**config.mk**
```make
export PLATFORM = sky130hd
export DESIGN_NAME = uart_tx
export DESIGN_NICKNAME = d
export VERILOG_FILES = /design/src/source/mmio_pkg.sv /design/src/source/uart_tx.sv
export SDC_FILE = /design/constraint.sdc
export NUM_CORES = 1
export LEC_CHECK = 0
export BUFFER_PORTS_ARGS = -buffer_cell sky130_fd_sc_hd__buf_4
export CORE_MARGIN = 10
export CORE_UTILIZATION = 56
export DETAILED_ROUTE_END_ITERATION = 12
export PLACE_DENSITY = 0.79
export SLEW_MARGIN = 0
export SYNTH_ARGS = -nofsm -noshare
export SYNTH_HDL_FRONTEND = slang
export SYNTH_SLANG_ARGS = --single-unit
```
**constraint.sdc**
```tcl
create_clock -name clk -period 5.84 [get_ports clk]
set_clock_uncertainty 0.2 [all_clocks]
set_input_delay 0.584 -clock clk [delete_from_list [all_inputs] [get_ports clk]]
set_output_delay 0.584 -clock clk [all_outputs]
set_load 0.03 [all_outputs]
```
**src/source/mmio_pkg.sv**
```systemverilog
package mmio_pkg;

    // data and address word of the processor bus
    typedef logic [15:0] word_t;

    // word index into the on-chip RAM
    typedef logic [11:0] ram_addr_t;

    // pixel coordinate on the 32 by 32 grid
    typedef logic [4:0] pix_coord_t;

    // data address map
    // everything up to RAM_LAST aliases into RAM by the low 12 bits
    localparam word_t RAM_LAST = 16'hF7FF;

    localparam word_t LED_FIRST = 16'hF800;
    localparam word_t LED_LAST = 16'hF809;

    // read returns 1 while the transmitter is idle
    localparam word_t UART_TX_READY = 16'hF80A;

    // write sends the low byte of the data word
    localparam word_t UART_TX_BYTE = 16'hF80B;

    // three writes in turn: x, y, colour
    localparam word_t VGA_WRITE = 16'hF80C;

    // RAM index of pixel (0,0), rows are 32 words apart
    localparam ram_addr_t FB_BASE = 12'hC00;

    localparam int LED_COUNT = 10;

    // clock cycles per serial bit
    localparam int UART_DIV = 8;

    localparam int RAM_WORDS = 4096;

endpackage

```
**src/source/uart_tx.sv**
```systemverilog
module uart_tx (
    input  logic       clk,
    input  logic       rst,
    input  logic       tx_start,
    input  logic [7:0] tx_data,
    output logic       tx_ready,
    output logic       txd
);

    localparam int DIV_W = $clog2(mmio_pkg::UART_DIV);

    // bits after the start bit: eight data bits, then the stop bit
    localparam int FRAME_LAST = 9;

    logic [DIV_W-1:0] div_cnt;
    logic [3:0]       bit_cnt;
    logic [8:0]       shift;
    logic             bit_end;
    logic             last_bit;

    assign bit_end = !tx_ready && div_cnt == DIV_W'(mmio_pkg::UART_DIV - 1);
    assign last_bit = bit_cnt == 4'(FRAME_LAST);

    always_ff @(posedge clk) begin
        if (!rst) begin
            tx_ready <= 1'b1;
            txd <= 1'b1;
            div_cnt <= '0;
            bit_cnt <= '0;
        end else if (tx_start) begin
            // start bit goes out right away
            tx_ready <= 1'b0;
            txd <= 1'b0;
            div_cnt <= '0;
            bit_cnt <= '0;
        end else if (!tx_ready) begin
            if (bit_end) begin
                div_cnt <= '0;
                if (last_bit) begin
                    tx_ready <= 1'b1;
                end else begin
                    txd <= shift[0];
                    bit_cnt <= bit_cnt + 4'd1;
                end
            end else begin
                div_cnt <= div_cnt + 1'b1;
            end
        end
    end

    // lsb first, stop bit sits above the data
    always_ff @(posedge clk) begin
        if (tx_start) begin
            shift <= {1'b1, tx_data};
        end else if (bit_end && !last_bit) begin
            shift <= {1'b1, shift[8:1]};
        end
    end

endmodule

```
[Word-level counts from Yosys, hierarchy flattened]
Index checks and enable logic that the tools add are counted.
Operators by class
  add/subtract/negate cells: 2
  multiply operators: 0
  div/mod/pow operators: 0
  order comparisons: 0
  equal/unequal tests: 4
  shift operators: 0
  muxes and demuxes: 11
  bitwise gates (word level): 3
  reductions and logical operators: 9
Operators with widths (number)
  2-to-1 mux 8 bit: 2
  2-to-1 mux 1 bit: 8
  AND reduction 3 bit: 2
  adder 4 x 1 -> 4 bit (second input constant): 1
  equality test 4 bit (second input constant): 1
  != test 2 bit (second input constant): 2
  nonzero test 2 bit: 2
  adder 3 x 1 -> 3 bit (second input constant): 1
  equality test 3 bit (second input constant): 1
  2-to-1 mux 3 bit: 1
  NOT 1 bit: 3
  logical AND 1 bit: 2
  zero test 1 bit: 2
  OR reduction 2 bit: 1
Word-level totals
  flip-flop bits (word level): 17
  bits in latches: 0
  RAM bits: 0
  bits in read-only memories: 0
  input port bits: 11
  output and inout bits: 2
  word-level logic and storage cells: 34
  memories kept: 0

[Logic depth before layout (Yosys ltp)]
  depth after elaboration: 5
  depth in mapped cells: 6
  mapped depth without buffers: 5

[Worst setup path after synthesis]
Ideal clock, no wire load.
  kind: reg2reg
  start point: reg div_cnt[0]
  end point: reg shift[0], enable pin
  library setup time: 0.375 ns
  data arrival time: 1.336 ns
  required time: 5.265 ns
  setup slack: 3.929 ns
  cell stages (with the launch flop): 6
  buffers on the path: 1
  period minus slack after synthesis: 1.911 ns
  cell sequence: dfxtp_1 -> ha_1 -> ha_1 -> nand2b_4 -> buf_6 -> o21bai_1
Between the ends
  longest elaborated chain between the ends: 4
Ends and longest elaborated chain
  from (decl): RTL line uart_tx.sv:15  | logic [DIV_W-1:0] div_cnt;
  from (signal assigned): RTL line uart_tx.sv:46  | div_cnt <= div_cnt + 1'b1;
  equality test 3 bit: RTL line uart_tx.sv:21  | assign bit_end = !tx_ready && div_cnt == DIV_W'(mmio_pkg::UART_DIV - 1);
  logical AND 1 bit: RTL line uart_tx.sv:21
  logical AND 1 bit: RTL line uart_tx.sv:55  | end else if (bit_end && !last_bit) begin
  nonzero test 2 bit (no line)
  to (signal assigned): RTL line uart_tx.sv:54  | shift <= {1'b1, tx_data};
  to (signal assigned): RTL line uart_tx.sv:56  | shift <= {1'b1, shift[8:1]};
  to (decl): RTL line uart_tx.sv:17  | logic [8:0] shift;
Every way passes these cells.
A chain may end at the register's enable or synchronous reset.

[Worst setup path after layout]
  start point: reg div_cnt[0]
  end point: reg shift[7], enable pin
The elaborated chain is that of the path after synthesis.

==> qor.csv <==
metric;value;unit
clock buffer depth;2;
Ys Warns;0;
kind of critical path;reg -> reg;
Max Cap Viol;0;
Reg power frac;62.3;%
Total Power;214;µW
delay-heaviest family, CP;compound AO/OA/AOI/OAI gates;
most frequent cells in the layout;buf_4, dfxtp_1, edfxtp_1;
cell mode on critical path;ha_1;
WP buf/inv;0;
CTS root buffer;clkbuf_4;
Syn Nets;81;
clock sinks;17;
Layout fillers;118;
largest net degree at the start of global routing;15;
setup_tns;0;ps
slew margin rel.;53.5;%
Static Leak;0.343;nW
WL final;1260;µm
row count;13;
die area;0.00331;mm²
Power Dens Cells;239;mW/mm²
Iteration-0 DRC Markers;7;
post-synth top area share;30.5;%
Worst Path Required;5560;ps
initial core utilization;59.8;%
Detail Route Antenna Nets;0;
post-synthesis cell count;66;
non-filler cells, final;93;
Final Cycle Share;34.8;%
sequential element share of the synthesized area;53.3;%
initial antenna violation count;0;
worst min path class;in -> reg;
Yosys cell types;27;
CP max stage cell;o21bai_1;
Worst Path Arrival;1760;ps
Achievable Freq;492;MHz
crit-path max FO;11;
post-route minimum period;2030;ps
Hold Fails Final Rpt;0;
crit end category;flip-flop;
number of post-CTS setup repair buffers;0;
Slew Limit Fails;0;
Core ar.;0.00132;mm²
GRT overflow;0;
syn avg cell area;11.9;µm²
post-layout util;67.7;%
vias in the first global route;578;
Comb power frac;9.1;%
commonest non-fill, non-tap cell in the layout;buf_4;
Sw Pwr;45.3;µW
Worst Max-Slew Pin Slew;696;ps
vias per cell;5.60;
share of layout cells above drive strength 1;26.9;%
hold_buf cts;0;
CP startpoint kind;flip-flop;
n_diodes;0;
routed len/inst;13.5;µm
Area contributors post-synth;edfxtp_1, dfxtp_1, ha_1;
Post-CTS Resized;0;
Clk pwr share;28.6;%
Horiz. Die Dim;57.5;µm
Internal;168;µW
placed cells;89;
first-pass GRT wire length;2330;µm
Die Span Y;57.5;µm
Final setup viols;0;
via count;521;
RSZ-0062 raised after global routing;no;
critical path's largest stage delay;580;ps
dpl hpwl;984;µm
synthesis-stage register bit count;17;
largest area contributor in the synthesized netlist;edfxtp_1;
clock latency on the worst-skew pair;280;ps
P&R area growth vs syn;13.2;%
Switching Share;21.2;%
total track usage;8.49;%
residual DRC count;0;
Post-Syn Area;788;µm²
crit-path cells;ha_1 > ha_1 > nand2b_4 > o21bai_1;
CTS tree;built;
drt first pass iters;4;
num ports;13;
worst hold slack;282;ps
Layout Nets;94;
status;finished, final reports clean;
CTS Buf Count;3;
Reg clk slew, reported paths;90;ps
Port Buffers;12;
Placer Congestion;0.733;
Worst VDD drop;0.141;mV
H-tree depth;1;
-- power by group through the flow --
stage | Sequential, mW | Combinational, mW | Clock [mW]
floorplan | 0.136 | 0.0104 | 0
global placement | 0.136 | 0.0194 | 0
detailed placement | 0.136 | 0.0197 | 0
CTS | 0.133 | 0.0197 | 0.0626
global route | 0.134 | 0.0219 | 0.0677
finish | 0.133 | 0.0194 | 0.0610
-- final cells by class --
class                      count  area [µm²]  share of cell area [%]
clock buffer                   4        26.3                    2.95
inverter                       2        8.76                   0.982
multi-input combinational     43         328                    36.7
sequential                    17         420                    47.1
tap                           15        18.8                    2.10
timing repair buffer          12        90.1                    10.1
-- sequential cells by signal, summed over array words and instances (netlist names) --
signal    flops
txd           1
tx_ready      1
bit_cnt       4
div_cnt       3
shift         8
-- metal layers --
layer	wire [µm]	GRT usage [%]
met3	28	2.65
met1	574	9.54
met4	0	3.02
met5	0	0
met2	652	14.6
-- cell usage after synthesis --
cell type,number
a21oi_1,6
a22oi_1,1
and3b_1,1
buf_2,1
buf_6,2
clkbuf_1,1
clkinvlp_2,1
dfxtp_1,9
edfxtp_1,8
ha_1,4
inv_1,1
mux2_1,3
mux2_2,4
mux2i_1,1
nand2b_1,2
nand2b_4,1
nand3_1,1
nand3b_1,2
nand4b_1,1
nor2_1,4
nor3_1,1
nor4b_1,1
o21ai_0,4
o21ai_1,1
o21bai_1,1
or3_1,3
or4_1,1
-- logic make-up after synthesis --
group	share of synthesized area [%]
adders and majority gates	6.35
buffers and inverters	5.08
DFF	53.3
and+or+nand+nor	15.1
AOI/OAI and AO/OA	8.89
muxes	11.3
-- metrics by stage --
stage | setup slack, ps | area [µm²]
global route | 3640 | 892
detailed placement | 3780 | 866
CTS | 3780 | 892
finish | 3810 | 892
global placement | 3820 | 866
floorplan | 3930 | 788
-- worst paths after layout --
path	start	end	slack [ps]	cells past startpoint
worst max-delay path	div_cnt[0]$_SDFFE_PP0N_	shift[7]$_SDFFCE_PN1P_	3810	4
worst min-delay path	rst	tx_ready$_SDFF_PN1_	280	2
worst max register to register	div_cnt[0]$_SDFFE_PP0N_	shift[7]$_SDFFCE_PN1P_	3810	4
worst min register to register	bit_cnt[3]$_SDFFE_PP0P_	bit_cnt[3]$_SDFFE_PP0P_	310	2
Power figures use the tool's default switching activity.
