File: src/source/mmio_pkg.sv
package mmio_pkg;

    // data and address word of the processor bus
    typedef logic [15:0] word_t;

    // word index into the on-chip RAM
    typedef logic [11:0] ram_addr_t;

    // pixel coordinate on the 32 by 32 grid
    typedef logic [4:0] pix_coord_t;

    // data address map
    // everything up to RAM_LAST aliases into RAM by the low 12 bits
    localparam word_t RAM_LAST = 16'hF7FF;

    localparam word_t LED_FIRST = 16'hF800;
    localparam word_t LED_LAST = 16'hF809;

    // read returns 1 while the transmitter is idle
    localparam word_t UART_TX_READY = 16'hF80A;

    // write sends the low byte of the data word
    localparam word_t UART_TX_BYTE = 16'hF80B;

    // three writes in turn: x, y, colour
    localparam word_t VGA_WRITE = 16'hF80C;

    // RAM index of pixel (0,0), rows are 32 words apart
    localparam ram_addr_t FB_BASE = 12'hC00;

    localparam int LED_COUNT = 10;

    // clock cycles per serial bit
    localparam int UART_DIV = 8;

    localparam int RAM_WORDS = 4096;

endpackage

File: src/source/mem_map.sv
module mem_map (
    input  logic                            clk,
    input  logic                            rst,
    input  logic                            req,
    input  mmio_pkg::word_t                 pc,
    input  mmio_pkg::word_t                 data_addr,
    input  mmio_pkg::word_t                 data_in,
    input  logic                            write_en,
    input  logic                            wb_ack,
    input  mmio_pkg::word_t                 wb_dat_r,
    input  logic                            tx_ready,
    output logic                            busy,
    output logic                            done,
    output mmio_pkg::word_t                 instr,
    output mmio_pkg::word_t                 read_data,
    output logic [mmio_pkg::LED_COUNT-1:0]  led,
    output logic                            wb_cyc,
    output logic                            wb_stb,
    output logic                            wb_we,
    output mmio_pkg::ram_addr_t             wb_adr,
    output mmio_pkg::word_t                 wb_dat_w,
    output logic                            tx_start,
    output logic [7:0]                      tx_data
);

    typedef enum logic [1:0] {
        S_IDLE,
        S_INSTR,
        S_DATA,
        S_DONE
    } state_t;

    // which word the next write to the pixel port carries
    typedef enum logic [1:0] {
        PIX_X,
        PIX_Y,
        PIX_COLOUR
    } pix_phase_t;

    state_t               state;
    pix_phase_t           pix_phase;
    mmio_pkg::pix_coord_t pix_x;
    mmio_pkg::pix_coord_t pix_y;

    logic                is_ram;
    logic                is_led;
    logic                is_ready;
    logic                is_tx_byte;
    logic                is_vga;
    logic [3:0]          led_idx;
    mmio_pkg::ram_addr_t fb_index;
    logic                pix_commit;
    logic                data_to_ram;
    logic                instr_ack;
    logic                io_step;

    // address decode
    assign is_ram = data_addr <= mmio_pkg::RAM_LAST;
    assign is_led = data_addr >= mmio_pkg::LED_FIRST && data_addr <= mmio_pkg::LED_LAST;
    assign is_ready = data_addr == mmio_pkg::UART_TX_READY;
    assign is_tx_byte = data_addr == mmio_pkg::UART_TX_BYTE;
    assign is_vga = data_addr == mmio_pkg::VGA_WRITE;

    assign led_idx = 4'(data_addr - mmio_pkg::LED_FIRST);

    // y * 32 + x is just the two coordinates side by side
    assign fb_index = mmio_pkg::FB_BASE + mmio_pkg::ram_addr_t'({pix_y, pix_x});

    // the colour write is the only pixel access that reaches RAM
    assign pix_commit = write_en && is_vga && pix_phase == PIX_COLOUR;
    assign data_to_ram = is_ram || pix_commit;

    assign instr_ack = state == S_INSTR && wb_ack;

    // I/O work happens on the edge that brings in the instruction
    assign io_step = instr_ack && !data_to_ram;

    assign busy = state != S_IDLE;
    assign done = state == S_DONE;

    always_ff @(posedge clk) begin
        if (!rst) begin
            state <= S_IDLE;
            wb_cyc <= 1'b0;
            wb_stb <= 1'b0;
            tx_start <= 1'b0;
            led <= '0;
            instr <= 16'hFFFF;
            read_data <= '0;
            pix_phase <= PIX_X;
        end else begin
            // dropped when the transmitter is still busy
            tx_start <= io_step && write_en && is_tx_byte && tx_ready;

            case (state)
                S_IDLE: begin
                    if (req) begin
                        state <= S_INSTR;
                        wb_cyc <= 1'b1;
                        wb_stb <= 1'b1;
                    end
                end
                S_INSTR: begin
                    if (wb_ack) begin
                        instr <= wb_dat_r;
                        if (data_to_ram) begin
                            // strobe stays up for the data access
                            state <= S_DATA;
                        end else begin
                            state <= S_DONE;
                            wb_cyc <= 1'b0;
                            wb_stb <= 1'b0;
                        end
                    end
                end
                S_DATA: begin
                    if (wb_ack) begin
                        state <= S_DONE;
                        wb_cyc <= 1'b0;
                        wb_stb <= 1'b0;
                        if (!wb_we) begin
                            read_data <= wb_dat_r;
                        end
                    end
                end
                S_DONE: begin
                    state <= S_IDLE;
                end
                default: begin
                    state <= S_IDLE;
                end
            endcase

            if (io_step) begin
                if (write_en && is_led) begin
                    led[led_idx] <= data_in[0];
                end
                // only the ready flag reads back, other I/O reads give zero
                if (!write_en) begin
                    read_data <= is_ready ? mmio_pkg::word_t'(tx_ready) : '0;
                end
            end

            if (instr_ack && write_en && is_vga) begin
                case (pix_phase)
                    PIX_X: pix_phase <= PIX_Y;
                    PIX_Y: pix_phase <= PIX_COLOUR;
                    default: pix_phase <= PIX_X;
                endcase
            end
        end
    end

    always_ff @(posedge clk) begin
        if (state == S_IDLE && req) begin
            wb_we <= 1'b0;
            wb_adr <= pc[11:0];
        end else if (instr_ack) begin
            wb_we <= write_en;
            wb_adr <= pix_commit ? fb_index : data_addr[11:0];
            wb_dat_w <= data_in;
        end

        if (io_step && write_en && is_tx_byte) begin
            tx_data <= data_in[7:0];
        end

        if (instr_ack && write_en && is_vga) begin
            if (pix_phase == PIX_X) begin
                pix_x <= data_in[4:0];
            end
            if (pix_phase == PIX_Y) begin
                pix_y <= data_in[4:0];
            end
        end
    end

endmodule

File: config.mk
export PLATFORM = sky130hd
export DESIGN_NAME = mem_map
export DESIGN_NICKNAME = d
export VERILOG_FILES = /design/src/source/mmio_pkg.sv /design/src/source/mem_map.sv
export SDC_FILE = /design/constraint.sdc
export NUM_CORES = 1
export LEC_CHECK = 0
export ABC_AREA = 1
export BUFFER_PORTS_ARGS = -buffer_cell sky130_fd_sc_hd__buf_2
export CAP_MARGIN = 0
export CORE_AREA = 4 4 98 100
export CTS_BUF_LIST = sky130_fd_sc_hd__clkbuf_8
export CTS_CLUSTER_SIZE = 12
export DETAILED_ROUTE_END_ITERATION = 8
export DIE_AREA = 0 0 102 104
export GPL_TIMING_DRIVEN = 1
export HOLD_SLACK_MARGIN = 0.03
export MAX_ROUTING_LAYER = met4
export PLACE_DENSITY = 0.83
export SETUP_SLACK_MARGIN = 0.15
export SYNTH_ARGS = -nofsm -noshare
export SYNTH_HDL_FRONTEND = slang
export SYNTH_SLANG_ARGS = --single-unit
File: constraint.sdc
create_clock -name clk -period 2.3 [get_ports clk]
set_input_delay 0.46 -clock clk [delete_from_list [all_inputs] [get_ports clk]]
set_output_delay 0.46 -clock clk [all_outputs]
set_load 0.01 [all_outputs]
Yosys cells after proc, flatten, opt, wreduce, memory -nomap -nowiden
Cells that the tools add are included.

storage, ports and cells
  memory bits (read-only) = 0
  bits in registers = 95
  output and inout bits = 84
  latch bits = 0
  logic and storage cells = 83
  bits in writable memories = 0
  input port bits = 70
  memories kept = 0

cells by class
  add/sub/neg operators = 2
  div/mod/pow operators = 0
  shifts and indexed selects = 0
  mux-type cells = 23
  equality and inequality tests = 12
  bitwise gates (word level) = 1
  reduce and logical (&&, ||, !) cells = 27
  $mul = 0
  magnitude comparators = 5

operators by type and width
  operator                                                           number
  2-to-1 mux 16 bit                                                  5
  equality test 16 bit, second input constant                        3
  2-to-1 mux 12 bit                                                  3
  less-or-equal comparator 16 bit, second input constant             2
  greater-or-equal comparator 16 bit, second input constant          1
  logical AND 1 bit                                                  13
  adder 11 x 11 -> 12 bit, first input constant                      1
  bitwise mux 10 bit                                                 1
  AND reduction 2 bit                                                5
  != test 2 bit, second input constant                               4
  one-hot mux 2 bit (4 select lines)                                 1
  2-to-1 mux 1 bit                                                   7
  equality test 2 bit, second input constant                         3
  2-to-1 mux 2 bit                                                   3
  less-than comparator 4 x 5 -> 1 bit, second input constant         1
  AND reduction 5 bit                                                1
  demux 1 bit (select 4 bit)                                         1
  equality test 2 x 1 -> 1 bit, second input constant                2
  greater-or-equal comparator 4 x 1 -> 1 bit, second input constant  1
  zero test 2 bit                                                    2
  one-hot mux 2 bit (2 select lines)                                 1
  nonzero test 2 bit                                                 2
  subtractor 4 x 1 -> 4 bit, second input constant                   1
  one-hot mux 1 bit (3 select lines)                                 1
  5 further kinds                                                    5

Depth between registers and ports, before layout
Gate-level depths: netlist of run 1.

  depth in word-level cells = 9
  gate-level depth with buffers = 10
  depth with buffers taken out = 10

Least setup slack after synthesis of run 1
No wires, ideal clock.

  path type = flip-flop to flip-flop
  from = reg state[1]
  to = reg wb_dat_w[0] (enable)
  data required time = 1,912 ps
  buffers on the path = 2
  library setup time = 388 ps
  arrival = 1,809 ps
  clock period less this slack = 2,198 ps
  path slack = 102 ps
  stages on the path, launching flop included = 7
  path through = dfxtp_1 inv_1 ha_1 nand2_1 buf_2 buf_2 nor2_1

on the way
  cells in the longest elaborated chain, start to end = 4
  elaborated cells on any way between the ends = 6
  those cells by class = eq/ne (1); bitwise (1); reduce/logical (4)

ends and longest elaborated chain
  element                                   RTL line        source
  start, declared                           mem_map.sv:40   state_t state;
  start signal, assigned                    mem_map.sv:83   state <= S_IDLE;
  start signal, assigned                    mem_map.sv:98   state <= S_INSTR;
  start signal, assigned                    mem_map.sv:108  state <= S_DATA;
  zero test 2 bit                           mem_map.sv:155  if (state == S_IDLE && req) begin
  logical AND 1 bit                         mem_map.sv:155
  NOT 1 bit (no source line)                --
  AND reduction 2 bit (no source line) (*)  --
  end signal, assigned                      mem_map.sv:161  wb_dat_w <= data_in;
  end, declared                             mem_map.sv:21   output mmio_pkg::word_t wb_dat_w,

Mark *: on every way between the ends. The rest lies on a longest branch, timed or not.
A chain may end at the register's enable or synchronous reset.

Worst setup path in the final report of run 1
  from = reg state[1]
  to = reg pix_x[2] (enable)

on the way
  cells in the longest elaborated chain, start to end = 5

ends and longest elaborated chain
  element                               RTL line        source
  equality test 2 x 1 -> 1 bit          mem_map.sv:73   assign instr_ack = state == S_INSTR && wb_ack;
  logical AND 1 bit                     mem_map.sv:73
  logical AND 1 bit (2 in series)       mem_map.sv:168  if (instr_ack && write_en && is_vga) begin
  AND reduction 2 bit (no source line)  --
  end signal, assigned                  mem_map.sv:170  pix_x <= data_in[4:0];
  end, declared                         mem_map.sv:42   mmio_pkg::pix_coord_t pix_x;

No other way between the ends.

==> reports/qor.yml, run 1 <==
synthesis:
  syn-num-nets: 480
  synth-simple-area-share_pct: 24.6
  synthAdderAreaFrac_pct: 1.96
  yosys.cell_count.top_type: "nand2_1"
  yosysTopAreaCell: "edfxtp_1"
  synth_async_sr_flop_share_pct: 0
  synth_edf_count: 46
  synth_top_family_by_area: "simple AND/OR/NAND/NOR gates"
  postSynthCellCount: 404
  ys_ff_latch: 95
  synth_xor_area_share_pct: 0
  synth_top_area_share_pct: 36.1
  synthesis.area_mm2: 0.00383
  synth-compound-area-share_pct: 7.09
  syn_area_per_cell_um2: 9.48
  synth_ff_type: "dfxtp_1"
  yosys.cell_types.count: 27
  yosys-top-cells-area: "edfxtp_1 (36%), dfxtp_1 (26%), nand2_1 (7.2%), nor2_1 (6.0%), nand3_1 (5.6%)"
  synth_mux_area_share_pct: 0
  yosysSeqAreaShare_pct: 61.7
  yosys_warnings: 0
  synth_commonest_cells: "nand2_1 (73), nor2_1 (61), dfxtp_1 (49)"
floorplan:
  io_pins: 154
  dieWidth_um: 102
  start_util_pct: 44.1
  core_mm2: 0.00868
  rows: 34
  dieHeight_um: 104
  die_area_mm2: 0.0106
cells_and_area:
  final_nets: 634
  antenna_cells: 0
  stdcell_area_mm2: 0.00488
  nFillCells: 795
  stdcell_count: 671
  drive_gt1_share_pct: 34.5
  layout-area-overhead-vs-synth_pct: 27.5
setup_path:
  slowest_delay_ns: 0.35
  cpMaxStageDelayCell: "dfxtp_1"
  required_ns: 2.31
  path_cells: "inv_1, ha_1, nand2_1, nor2_2, inv_2, nor2_2, nand2_1, nor2_1"
  rr_worst_depth: 8
  critPathMaxFanout: 5
  start_kind: "register"
  arrival_ns: 2.08
  crit_path_end_kind: "register"
  path_class: "register to register"
cts:
  cts_tree: "yes"
  numCtsBuffers: 9
  clkTransAtPathRegs_ns: 0.09
  htree_levels: 3
  clockRootBuffer: "clkbuf_8"
  insertion_delay_ns: 0.34
  clk_path_buf_depth: 2
  cts_setup_buffers: 0
  cts.sinks: 95
placed_design:
  dp.cells: 655
  io_buffers: 149
  place_area_mm2: 0.00470
  gp_congestion: 0.836
  hpwlAfterDp_um: 7400
timing:
  worstMarginPinSlew_ns: 0.525
  rsz0062_at_grt: "yes"
  min_period_ns: 2.08
  setup_tns_ns: 0
  fin_skew_ns: 0.00692
  setup_viol_count_final: 0
  fmax_mhz: 482
  finalMaxSlewViolations: 0
  slew_headroom_pct: 64.9
  hold_violations: 0
  fin_crit_sh_pct: 90.3
route:
  viasPerCell: 4.99
  drt-pass1-iter-count: 5
  drt-initial-drc-count: 135
  drt-total-wl_um: 9570
  avgRoutedWirePerCell_um: 14.3
  vias: 3347
  final_antenna_net_count: 0
  drc_errors: 0
worst_hold_path:
  whs_path_depth: 1
  hold_path.class: "input port to register"
flow_run:
  cap_violations: 0
power:
  powerDensity_mw_per_mm2: 908
  peakVddDrop_v: 0.000472
  leakagePower_uw: 0.00215
global_routing:
  antenna_found_initial: 0
  grt_pass1_wl_um: 15400
  grt_pass1_vias: 3190
  grt_use_total_pct: 18.6
  grt_max_degree: 21
  grt_overflow_total: 0
status:
  status: "complete, no violations"
[area by class of cell]
cell class	count	area [µm²]	area share (%)
multi-input cells	265	1290	26.5
clock inverters	6	36.3	0.743
well taps	108	135	2.77
flip-flops and latches	95	2360	48.4
repair buffers	156	802	16.4
clock buffers	10	138	2.82
inverters	31	116	2.38
[power breakdown]
group          internal [µW]  switching (µW)
Clock                    417             548
Combinational            474             797
Sequential              2080             120
[cell families (layout without fill, tap and decap cells)]
family,count (synthesis),in the layout
adders and majority gates,6,6
and+or+nand+nor,208,208
DFF,95,95
buffers and inverters,44,203
AOI/OAI and AO/OA,51,51
[layer usage]
metal	up-vias	part of all wire, %	track usage, %
li1	1664	-	-
met1	1513	40	23.5
met2	164	50	30.7
met3	6	9.1	3.76
met4	0	0.69	4.22
met5	-	0	-
[flip-flops by register name (all words and copies together), names as in the netlist]
name	flops
pix_phase	2
tx_start	1
tx_data	8
pix_x	5
read_data	16
wb_we	1
led	10
pix_y	5
state	2
wb_dat_w	16
instr	16
wb_stb	1
wb_adr	12
[what timing repair did]
| item | CTS | global route |
|---|---|---|
| setup endpoints to repair | 3 | 16 |
| resized for setup | 1 | 1 |
| hold buffers | 0 | 0 |
[worst max-delay path: cells and delay by family, from the launching register on]
family,cells,cell delay (ns)
flip-flops,1,0.35
adder cells (fa/ha/maj),1,0.24
AND/OR/NAND/NOR,5,0.92
buffers and inverters,2,0.22
[through the flow]
step	total power, µW	setup slack, ns	hold WS (ns)	util (%)
6_report	4440	0.223	0.287	56.3
5_1_grt	4740	0.117	0.257	56.3
4_1_cts	4480	0.245	0.261	56.2
3_5_place_dp	3510	0.163	0.451	54.2
3_3_place_gp	3460	0.217	0.451	54.2
2_1_floorplan	3000	0.359	0.442	-
[path summary, 6_finish.rpt]
path / start / to / slack, ns
max: state[1]$_SDFFE_PN0P_ / pix_x[2]$_DFFE_PP_ / 0.22
min: data_in[10] / wb_dat_w[10]$_DFFE_PP_ / 0.29
max reg2reg: state[1]$_SDFFE_PN0P_ / pix_x[2]$_DFFE_PP_ / 0.22
min reg2reg: instr[3]$_SDFFE_PN1P_ / instr[3]$_SDFFE_PN1P_ / 0.48
[cells in the final DEF, fill, tap and decap left out, types with 2 or more instances in the layout]
cell type     n
a31oi_1       8
a21oi_1      32
buf_2       149
nand2_1      72
ha_1          6
inv_2         9
dfxtp_1      49
nand3_4       2
o21ai_0       7
nand2_2       2
buf_4         6
nor2_4        4
inv_1        23
o21ai_1       2
edfxtp_1     46
nand3_1      43
clkbuf_8     10
nor3_1       17
nor2_2        5
clkinvlp_4    2
nor2_1       60
(Power assumes the default switching activity.)
==> run 2: changes to the inputs <==
Settings changed: CORE_AREA 4 4 98 100 to 8 8 102 104, DIE_AREA 0 0 102 104 to 0 0 110 112, GPL_TIMING_DRIVEN 1 to unset.
Clock period 2.3 ns to 1.9 ns, I/O delays scaled along.
==> run 2 against run 1 <==
Register-to-register slack improved by 0.03 ns. Flip-flop and latch count is the same. Critical path depth down 4. Sequential share of layout area decreased by 1.5 points. Sequential power increased by 21%. Combinational power is 30% higher. Final area grew 3.2%. Global-route usage decreased by 1.4 points. First-iteration DRC count up 3.7%.
==> reports/qor.yml, run 2 (synthesis results as in run 1) <==
status:
  status: "complete, no violations"
global_routing:
  antenna_found_initial: 0  # unchanged
  grt_max_degree: 21  # unchanged
  grt_pass1_vias: 3476  # +9.0%
  grt_pass1_wl_um: 16300  # +5.7%
  grt_use_total_pct: 17.2  # -1.4 points
  grt_overflow_total: 0  # unchanged
power:
  leakagePower_uw: 0.00222  # +3.0%
  sw_frac_of_total_pct: 32.8  # -0.21 points
  power_switching_uw: 1850  # +27%
  p_int_uw: 3800  # +28%
  total_power_uw: 5660  # +27%
  peakVddDrop_v: 0.000712  # +51%
  p_clk_share_pct: 23.6  # +1.9 points
  combPwrFrac_pct: 29.2  # +0.6 points
  powerDensity_mw_per_mm2: 1120  # +23%
  pwr-share-seq_pct: 47.3  # -2.3 points
timing:
  fin_skew_ns: 0.00931  # +0.00239 ns
  slew_headroom_pct: 74.9  # +10 points
  setup_slack_ns: 0.218  # -0.00538 ns
  worstMarginPinSlew_ns: 0.372  # -0.153 ns
  rsz0062_at_grt: "yes"
  fin_crit_sh_pct: 88.5
  hold_violations: 0  # unchanged
  setup_viol_count_final: 0  # unchanged
  min_period_ns: 1.68
  fmax_mhz: 594
  finalMaxSlewViolations: 0  # unchanged
route:
  drt-total-wl_um: 10300  # +8.1%
  final_antenna_net_count: 0  # unchanged
  viasPerCell: 4.92  # -1.3%
  avgRoutedWirePerCell_um: 15.2  # +6.3%
  drt-pass1-iter-count: 4  # -1
  vias: 3357  # +0.30%
  drc_errors: 0  # unchanged
  drt-initial-drc-count: 140  # +3.7%
cts:
  clkTransAtPathRegs_ns: 0.09  # about the same
  cts.sinks: 95  # unchanged
  htree_levels: 3  # unchanged
  clockRootBuffer: "clkbuf_8"
  numCtsBuffers: 9  # unchanged
  insertion_delay_ns: 0.35  # about the same
  cts_tree: "yes"
  clk_path_buf_depth: 2  # unchanged
cells_and_area:
  largest_registers: "instr x16, read_data x16, wb_dat_w x16"
  antenna_cells: 0  # unchanged
  final_nets: 642  # +1.3%
  drive_gt1_share_pct: 36.8  # +2.3 points
  final_common_cell: "buf_2"
  layout_common_cells: "buf_2 (149), nand2_1 (69), nor2_1 (59)"
  layout-area-overhead-vs-synth_pct: 31.6
floorplan:
  dieHeight_um: 112  # +7.7%
  io_pins: 154  # unchanged
  rows: 35  # +2.9%
  start_util_pct: 43.1  # -1.1 points
  core_mm2: 0.00889  # +2.4%
  die_area_mm2: 0.0123  # +16%
  dieWidth_um: 110  # +7.8%
placed_design:
  io_buffers: 149  # unchanged
  dp_slack_ns: -0.0648  # -0.228 ns
  gp_congestion: 0.879  # +5.2%
  hpwlAfterDp_um: 8020  # +8.3%
setup_path:
  arrival_ns: 1.30  # -0.78 ns
  required_ns: 1.52  # -0.79 ns
  critPathMaxFanout: 6  # +1
  rr_worst_depth: 5  # -3
  crit_path_end_kind: "primary output"
  regToRegSetupSlack_ns: 0.25  # +0.03 ns
  crit_start: "state[0]$_SDFFE_PN0P_"
  start_kind: "register"
  path_class: "register to primary output"
  r2r_start: "state[0]$_SDFFE_PN0P_"
worst_hold_path:
  hold_path.class: "input port to register"
  holdCritStartpoint: "data_in[13]"
  whs_path_depth: 1  # unchanged
flow_run:
  cap_violations: 0  # unchanged
==> run 2: cell types whose count changed in the layout (fill, tap and decap cells not counted), moves of 2 or more <==
| cell | delta |
|---|---|
| nand2_1 | -3 |
| buf_12 | +2 |
| nand2_2 | +2 |
| buf_4 | +6 |
| nor2_4 | +3 |
| nor2_2 | -2 |
| dfxtp_2 | +2 |
| dfxtp_1 | -2 |
==> run 2: power groups by stage <==
stage,Combinational [µW],Clock [µW],Sequential (µW)
2_1_floorplan,807,0,2840
3_3_place_gp,1540,0,2690
3_5_place_dp,1590,0,2700
4_1_cts,1600,1370,2670
5_1_grt,1850,1450,2710
6_report,1650,1330,2670
==> run 2: through the flow <==
stage / cell area [µm²] / hold WS [ns] / utilization (%) / setup TNS [ns] / instances
floorplan: 3840 / 0.442 / - / 0 / 404
global placement: 4780 / 0.450 / 53.7 / 0 / 664
detailed placement: 4780 / 0.454 / 53.7 / -0.634 / 664
CTS: 4980 / 0.185 / 56.0 / 0 / 680
global route: 5040 / 0.173 / 56.7 / 0 / 682
finish: 5040 / 0.202 / 56.7 / 0 / 682
==> run 2: worst paths after layout <==
| path | to |
|---|---|
| worst max-delay path | busy |
| worst min-delay path | wb_dat_w[13]$_DFFE_PP_ |
| worst max register to register | wb_adr[2]$_DFFE_PP_ |
| worst min register to register | instr[0]$_SDFFE_PN1P_ |
==> run 2: final cells by class <==
cell class	instances	area, µm²
Clock buffer	10	138
Clock inverter	6	60.1
Fill cell	822	3850
Inverter	31	116
Multi-Input combinational cell	265	1340
Sequential cell	95	2360
Tap cell	111	139
Timing Repair Buffer	164	887
==> run 2: repair_timing <==
action / in CTS / in global routing
buffers inserted: 0 / 2
pin swaps: 0 / 1
resized for setup: 4 / 8
endpoints found under the setup margin: 50 / 58
hold buffers: 0 / 0
==> run 2: critical path, stage by stage (launching register included) <==
cell,delay [ns]
dfxtp_2,0.42
inv_1,0.11
ha_1,0.23
inv_1,0.07
buf_2,0.13
==> run 2: per-layer routing <==
layer,global-route usage [%],share of wire (%),vias up
li1,-,-,1674
met1,20.8,42,1532
met2,27.0,48,138
met3,4.56,9.1,13
met4,5.86,1.5,0
met5,-,0,-
